`src/rvExecPkg.sv`:
```
package rvExecPkg;

    // alu operations, passB feeds lui straight through
    typedef enum logic [3:0] {
        aluAdd,
        aluSub,
        aluSll,
        aluSlt,
        aluSltu,
        aluXor,
        aluSrl,
        aluSra,
        aluOr,
        aluAnd,
        aluPassB
    } aluOp_e;

    // one operation on its way from decode to execute
    typedef struct packed {
        logic        valid;
        aluOp_e      aluOp;
        logic [4:0]  rd;
        logic [4:0]  rs1;
        logic [4:0]  rs2;
        logic        useImm;   // operand b from imm
        logic        zeroA;    // operand a forced to zero
        logic [31:0] imm;      // sign-extended or upper
        logic        writeEn;
        logic        illegal;
    } decodedOp_t;

    // finished instruction, also the write port of the register file
    typedef struct packed {
        logic [4:0]  rd;
        logic [31:0] value;
        logic        writeEn;
        logic        illegal;
    } execResult_t;

    localparam logic [6:0] opOp    = 7'b0110011;
    localparam logic [6:0] opOpImm = 7'b0010011;
    localparam logic [6:0] opLui   = 7'b0110111;

endpackage

```
`src/aluStage.sv`:
```
module aluStage
    import rvExecPkg::*;
(
    input  logic        CLK,
    input  logic        RESET,
    input  decodedOp_t  decoded,
    input  logic [31:0] readData1,
    input  logic [31:0] readData2,
    output execResult_t result,
    output logic        resultValid
);

    logic        heldWrites;
    logic        fwdA;
    logic        fwdB;
    logic [31:0] srcA;
    logic [31:0] srcB;
    logic [31:0] opA;
    logic [31:0] opB;
    logic [31:0] aluOut;

    // previous instruction has not reached the register file yet
    assign heldWrites = resultValid && result.writeEn && (result.rd != 5'd0);
    assign fwdA = heldWrites && (result.rd == decoded.rs1);
    assign fwdB = heldWrites && (result.rd == decoded.rs2);

    assign srcA = fwdA ? result.value : readData1;
    assign srcB = fwdB ? result.value : readData2;

    assign opA = decoded.zeroA ? 32'd0 : srcA;
    assign opB = decoded.useImm ? decoded.imm : srcB;

    intAlu i_alu (
        .opA    (opA),
        .opB    (opB),
        .aluOp  (decoded.aluOp),
        .result (aluOut)
    );

    always_ff @(posedge CLK or negedge RESET) begin
        if (!RESET) begin
            result      <= '0;
            resultValid <= 1'b0;
        end else begin
            resultValid <= decoded.valid;
            if (decoded.valid) begin
                result.rd      <= decoded.rd;
                result.value   <= decoded.illegal ? 32'd0 : aluOut;
                result.writeEn <= decoded.writeEn;
                result.illegal <= decoded.illegal;
            end
        end
    end

endmodule

```
`src/execCore.sv`:
```
module execCore
    import rvExecPkg::*;
#(
    parameter int numRegs = 32   // 16 for rv32e
) (
    input  logic        CLK,
    input  logic        RESET,
    input  logic [31:0] instr,
    input  logic        instrValid,
    output execResult_t result,
    output logic        resultValid
);

    logic [4:0]  rs1;
    logic [4:0]  rs2;
    logic [31:0] readData1;
    logic [31:0] readData2;
    decodedOp_t  decoded;

    instrDecoder #(
        .numRegs (numRegs)
    ) i_decoder (
        .CLK        (CLK),
        .RESET      (RESET),
        .instr      (instr),
        .instrValid (instrValid),
        .rs1        (rs1),
        .rs2        (rs2),
        .decoded    (decoded)
    );

    // write port fed back from the result register
    regFile #(
        .numRegs (numRegs)
    ) i_regFile (
        .CLK       (CLK),
        .RESET     (RESET),
        .readReg1  (rs1),
        .readReg2  (rs2),
        .writeReg  (result.rd),
        .writeData (result.value),
        .regWrite  (resultValid & result.writeEn),
        .readData1 (readData1),
        .readData2 (readData2)
    );

    aluStage i_aluStage (
        .CLK         (CLK),
        .RESET       (RESET),
        .decoded     (decoded),
        .readData1   (readData1),
        .readData2   (readData2),
        .result      (result),
        .resultValid (resultValid)
    );

endmodule

```
`src/instrDecoder.sv`:
```
module instrDecoder
    import rvExecPkg::*;
#(
    parameter int numRegs = 32
) (
    input  logic        CLK,
    input  logic        RESET,
    input  logic [31:0] instr,
    input  logic        instrValid,
    output logic [4:0]  rs1,
    output logic [4:0]  rs2,
    output decodedOp_t  decoded
);

    logic [6:0] opcode;
    logic [2:0] funct3;
    logic [6:0] funct7;
    logic       legal;
    logic       usesRs1;
    logic       usesRs2;
    decodedOp_t decodedNext;

    assign opcode = instr[6:0];
    assign funct3 = instr[14:12];
    assign funct7 = instr[31:25];

    // register file reads the raw fields every cycle
    assign rs1 = instr[19:15];
    assign rs2 = instr[24:20];

    always_comb begin
        decodedNext       = '0;
        decodedNext.aluOp = aluAdd;
        decodedNext.rd    = instr[11:7];
        decodedNext.rs1   = instr[19:15];
        decodedNext.rs2   = instr[24:20];
        legal   = 1'b1;
        usesRs1 = 1'b0;
        usesRs2 = 1'b0;

        case (opcode)
            opOp: begin
                usesRs1 = 1'b1;
                usesRs2 = 1'b1;
                case (funct3)
                    3'd0: decodedNext.aluOp = funct7[5] ? aluSub : aluAdd;
                    3'd1: decodedNext.aluOp = aluSll;
                    3'd2: decodedNext.aluOp = aluSlt;
                    3'd3: decodedNext.aluOp = aluSltu;
                    3'd4: decodedNext.aluOp = aluXor;
                    3'd5: decodedNext.aluOp = funct7[5] ? aluSra : aluSrl;
                    3'd6: decodedNext.aluOp = aluOr;
                    default: decodedNext.aluOp = aluAnd;
                endcase
                // 0x20 only allowed on sub and sra
                if (funct7 == 7'h20) begin
                    legal = (funct3 == 3'd0) || (funct3 == 3'd5);
                end else begin
                    legal = (funct7 == 7'h00);
                end
            end
            opOpImm: begin
                usesRs1 = 1'b1;
                decodedNext.rs2    = 5'd0;   // field belongs to the immediate
                decodedNext.useImm = 1'b1;
                decodedNext.imm    = {{20{instr[31]}}, instr[31:20]};
                case (funct3)
                    3'd0: decodedNext.aluOp = aluAdd;
                    3'd1: decodedNext.aluOp = aluSll;
                    3'd2: decodedNext.aluOp = aluSlt;
                    3'd3: decodedNext.aluOp = aluSltu;
                    3'd4: decodedNext.aluOp = aluXor;
                    3'd5: decodedNext.aluOp = funct7[5] ? aluSra : aluSrl;
                    3'd6: decodedNext.aluOp = aluOr;
                    default: decodedNext.aluOp = aluAnd;
                endcase
                if (funct3 == 3'd1) begin
                    legal = (funct7 == 7'h00);
                end else if (funct3 == 3'd5) begin
                    legal = (funct7 == 7'h00) || (funct7 == 7'h20);
                end
            end
            opLui: begin
                decodedNext.rs1    = 5'd0;
                decodedNext.rs2    = 5'd0;
                decodedNext.aluOp  = aluPassB;
                decodedNext.useImm = 1'b1;
                decodedNext.zeroA  = 1'b1;
                decodedNext.imm    = {instr[31:12], 12'd0};
            end
            default: legal = 1'b0;
        endcase

        // registers beyond the implemented set (rv32e)
        if (int'(decodedNext.rd) >= numRegs) legal = 1'b0;
        if (usesRs1 && int'(decodedNext.rs1) >= numRegs) legal = 1'b0;
        if (usesRs2 && int'(decodedNext.rs2) >= numRegs) legal = 1'b0;

        decodedNext.writeEn = legal;
        decodedNext.illegal = !legal;
        decodedNext.valid   = 1'b1;

        if (!instrValid) begin
            decodedNext = '0;   // bubble
        end
    end

    always_ff @(posedge CLK or negedge RESET) begin
        if (!RESET) begin
            decoded <= '0;
        end else begin
            decoded <= decodedNext;
        end
    end

endmodule

```
`src/intAlu.sv`:
```
module intAlu
    import rvExecPkg::*;
(
    input  logic [31:0] opA,
    input  logic [31:0] opB,
    input  aluOp_e      aluOp,
    output logic [31:0] result
);

    logic [4:0] shamt;

    assign shamt = opB[4:0];   // only five bits count

    always_comb begin
        case (aluOp)
            aluAdd:   result = opA + opB;
            aluSub:   result = opA - opB;
            aluSll:   result = opA << shamt;
            aluSlt:   result = {31'd0, $signed(opA) < $signed(opB)};
            aluSltu:  result = {31'd0, opA < opB};
            aluXor:   result = opA ^ opB;
            aluSrl:   result = opA >> shamt;
            aluSra:   result = $unsigned($signed(opA) >>> shamt);
            aluOr:    result = opA | opB;
            aluAnd:   result = opA & opB;
            aluPassB: result = opB;
            default:  result = 32'd0;
        endcase
    end

endmodule

```
`src/regFile.sv`:
```
module regFile #(
    parameter int numRegs = 32
) (
    input  logic        CLK,
    input  logic        RESET,
    input  logic [4:0]  readReg1,
    input  logic [4:0]  readReg2,
    input  logic [4:0]  writeReg,
    input  logic [31:0] writeData,
    input  logic        regWrite,
    output logic [31:0] readData1,
    output logic [31:0] readData2
);

    localparam int idxW = $clog2(numRegs);

    logic [31:0] regs [numRegs];

    logic        writeHit;
    logic [31:0] readVal1;
    logic [31:0] readVal2;

    always_comb begin
        // x0 stays zero, out-of-range addresses are dropped
        writeHit = regWrite && (writeReg != 5'd0) && (int'(writeReg) < numRegs);

        readVal1 = (int'(readReg1) < numRegs) ? regs[readReg1[idxW-1:0]] : 32'd0;
        readVal2 = (int'(readReg2) < numRegs) ? regs[readReg2[idxW-1:0]] : 32'd0;
    end

    always_ff @(posedge CLK or negedge RESET) begin
        if (!RESET) begin
            for (int i = 0; i < numRegs; i++) begin
                regs[i] <= 32'd0;
            end
            readData1 <= 32'd0;
            readData2 <= 32'd0;
        end else begin
            // same-cycle write goes straight to the read port
            if (writeHit && writeReg == readReg1) begin
                readData1 <= writeData;
            end else begin
                readData1 <= readVal1;
            end

            if (writeHit && writeReg == readReg2) begin
                readData2 <= writeData;
            end else begin
                readData2 <= readVal2;
            end

            if (writeHit) begin
                regs[writeReg[idxW-1:0]] <= writeData;
            end
        end
    end

endmodule

```
`config.mk`:
```
export PLATFORM = sky130hd
export DESIGN_NAME = execCore
export DESIGN_NICKNAME = d
export VERILOG_FILES = /design/src/rvExecPkg.sv /design/src/aluStage.sv /design/src/execCore.sv /design/src/instrDecoder.sv /design/src/intAlu.sv /design/src/regFile.sv
export SDC_FILE = /design/constraint.sdc
export NUM_CORES = 2
export LEC_CHECK = 0
export ABC_CLOCK_PERIOD_IN_PS = 5500
export BUFFER_PORTS_ARGS = -buffer_cell sky130_fd_sc_hd__buf_2
export CAP_MARGIN = 40
export CORE_MARGIN = 8
export CORE_UTILIZATION = 50
export DETAILED_ROUTE_END_ITERATION = 8
export PLACE_DENSITY = 0.68
export RECOVER_POWER = 50
export SYNTH_ARGS = -nofsm -noshare
export SYNTH_HDL_FRONTEND = slang
export SYNTH_HIERARCHICAL = 1
export SYNTH_SLANG_ARGS = --single-unit
```
`constraint.sdc`:
```
create_clock -name CLK -period 5.5 [get_ports CLK]
set_input_delay 1.1 -clock CLK [delete_from_list [all_inputs] [get_ports CLK]]
set_output_delay 1.1 -clock CLK [all_outputs]
set_load 0.01 [all_outputs]
```
==> flow_summary.json <==
{
  "status": "complete, but fails checks",
  "violations": "max-capacitance violations, max-slew violations",
  "whs_ps": 394,
  "dp_slack_ps": 171,
  "p_leak_nw": 35.4,
  "path_max_fanout": 25,
  "reg2reg_to": "i_aluStage/result[18]",
  "drive_above_1_share": 0.425,
  "grt_pass1_wl_um": 366000,
  "nets": 5494,
  "maxCapViolations": 9,
  "tritoncts": "yes",
  "reg2reg_from": "i_aluStage/result[37]",
  "crit_required_ps": 6070,
  "fp.dieW_um": 390,
  "critPathMaxStageDelay_ps": 580,
  "startpoint_type": "flop",
  "yosysTopAreaCell": "dfrtp_1",
  "hold_depth": 0,
  "synth_seq_cells": 1184,
  "synth_async_sr_flop_share": 1.00,
  "dp_hpwl_um": 162000,
  "dp.cells": 7099,
  "worst_pin_slew_ps": 2950,
  "period_needed_ps": 5230,
  "netlist_instances": 5384,
  "cpMaxStageDelayCell": "or4_4",
  "h-tree-depth": 4,
  "drcViolationCount": 0,
  "start_util": 0.503,
  "final-hold-violation-count": 0,
  "path_clk_slew_ps": 60,
  "coreArea_sq_um": 139000,
  "holdBufCountCts": 0,
  "arrival_ps": 5810,
  "reg2reg_slack_ps": 270,
  "wl_per_cell_um": 34.3,
  "antenna_found_initial": 13,
  "chipHeight_um": 390,
  "ys_seq_area_frac": 0.423,
  "cts.sinks": 1184,
  "rsz0062_at_grt": "no",
  "port_buffers": 74,
  "track_usage": 0.326,
  "yosysWarningCount": 6,
  "synth_area_leaders": "dfrtp_1, mux4_2, mux2_2",
  "clock_skew_ps": 34.5,
  "routed_wirelength_um": 251000,
  "detail-route-antenna-nets": 0,
  "drt_iter0_drc": 6165,
  "rows": 137,
  "slew_headroom": -0.967,
  "via_per_inst": 7.02,
  "cp_top_family": "simple AND/OR/NAND/NOR gates",
  "slew_violations": 798,
  "ir_drop_mv": 0.340,
  "finalPower_mw": 22.4,
  "worstHoldStart": "i_regFile/regs[1012]",
  "period_share": 0.952,
  "place_congestion": 1.04,
  "die-area_sq_um": 152000,
  "synth-edff-count": 0,
  "grt_overflow": 0,
  "tns_ps": 0,
  "setup_viol": 0,
  "crit_chain": "or4_4 > o211a_1 > buf_4 > a41oi_1 > a21oi_2 > buf_4 > and2_1 > nand2_1 > nand3_1 > a31oi_1 > o221ai_1 > buf_4 > a211oi_1 > a21boi_0 > o32ai_1 > nand3b_1 > o21ai_0",
  "area.growth.synth_to_final_pct": 11.2,
  "stdcell_count": 7329,
  "clk_latency_ps": 780,
  "ff2ff_path_depth": 17,
  "crit_buf_inv": 3,
  "ys_top_cells_by_count": "dfrtp_1, mux2_2, mux4_2",
  "hold_class": "reg -> reg",
  "ios": 75,
  "critical_path_class": "reg -> reg",
  "p_per_area_nw_per_um2": 288,
  "grt_pass1_vias": 51500,
  "synth.most_common_cell": "dfrtp_1",
  "cts-root-buf": "clkbuf_16",
  "grt_max_degree": 151,
  "synth.distinct_cells": 101,
  "vias": 51400,
  "synth_area_per_cell_sq_um": 13.0,
  "synth_top_area_share": 0.423,
  "cts_buffers": 131,
  "cp-end-kind": "flop",
  "fin_ws_ps": 266,
  "cts_buffer_depth": 3,
  "first_pass_iters": 5,
  "min_to": "i_regFile/regs[1012]",
  "synth_fp_nets": 5521,
  "crit_path_frequent_cell": "buf_4",
  "max_freq_ghz": 0.191,
  "ys.flop_type": "dfrtp_1",
  "netlist_area_sq_um": 70000
}
==> metrics by stage <==
step	util	instance area (sq um)
2_1_floorplan	-	70000
3_3_place_gp	0.524	73000
3_5_place_dp	0.528	73500
4_1_cts	0.560	77900
5_1_grt	0.559	77800
6_report	0.559	77800
==> power by group <==
group,total [mW],switching [mW],internal (mW)
logic,4.32,2.88,1.44
clock network,9.13,3.74,5.39
registers,8.96,0.126,8.84
==> sequential cells by signal, summed over array words and instances (netlist names) <==
register,count
i_aluStage/resultValid,1
i_regFile/readData2,32
i_aluStage/result,39
i_regFile/readData1,32
i_decoder/decoded,56
i_regFile/regs,1024
==> cell type report <==
class | instances | area, sq um
Sequential cell | 1184 | 29600
Tap cell | 1876 | 2350
Multi-Input combinational cell | 3491 | 37200
Clock buffer | 193 | 3890
Timing Repair Buffer | 421 | 3710
Clock inverter | 34 | 536
Fill cell | 11300 | 61400
Inverter | 128 | 480
Antenna cell | 2 | 5.00
==> what timing repair did <==
| action | in CTS | in global routing |
|---|---|---|
| buffers inserted | 0 | 0 |
| endpoints found under the setup margin | 0 | 4 |
| gates resized for setup | 0 | 5 |
==> per-layer routing <==
| metal | GRT usage | wire, um | vias up |
|---|---|---|---|
| met1 | 0.446 | 99000 | 27200 |
| met4 | 0.153 | 14200 | 4 |
| met5 | 0 | 22 | - |
| met3 | 0.0843 | 26500 | 694 |
| met2 | 0.486 | 111000 | 2974 |
| li1 | - | - | 20600 |
==> how the worst max path moves through the flow <==
stage / from / to / slack, ps / depth (start not counted)
final: i_aluStage/result[37] / i_aluStage/result[18] / 270 / 17
after global routing: i_aluStage/result[37] / i_aluStage/result[31] / 30 / 21
after CTS: i_aluStage/result[37] / i_aluStage/result[27] / 140 / 20
after detailed placement: i_aluStage/result[37] / i_aluStage/result[27] / 170 / 20
after global placement: i_aluStage/result[35] / i_aluStage/result[27] / 110 / 19
after floorplan: i_aluStage/result[37] / i_aluStage/result[31] / 1 / 22
==> placed cells by master (no fill, tap or decap), types with 47 or more instances in the layout <==
| master | Yosys | final |
|---|---|---|
| mux2i_1 | 68 | 68 |
| a21oi_1 | 118 | 113 |
| nand2b_1 | 77 | 77 |
| o22ai_1 | 265 | 265 |
| o21ai_0 | 140 | 140 |
| inv_1 | 127 | 126 |
| ha_1 | 100 | 100 |
| nor4_1 | 75 | 73 |
| buf_2 | 178 | 71 |
| dfrtp_1 | 1184 | 1180 |
| nand3b_1 | 47 | 47 |
| mux2_2 | 1050 | 1050 |
| clkbuf_16 | 0 | 137 |
| nor2_1 | 202 | 188 |
| nand2_1 | 161 | 146 |
| mux4_2 | 556 | 556 |
| buf_4 | 52 | 277 |
==> cell families after synthesis <==
logic type,Yosys count,share of synthesized area
mux,1703,0.364
flops,1184,0.423
compound gates,881,0.0843
simple gates,781,0.0591
buf+inv,709,0.0479
fa+ha+maj,102,0.0185
xor+xnor,24,0.00300
Note: power is estimated with default switching activity, not from simulation.
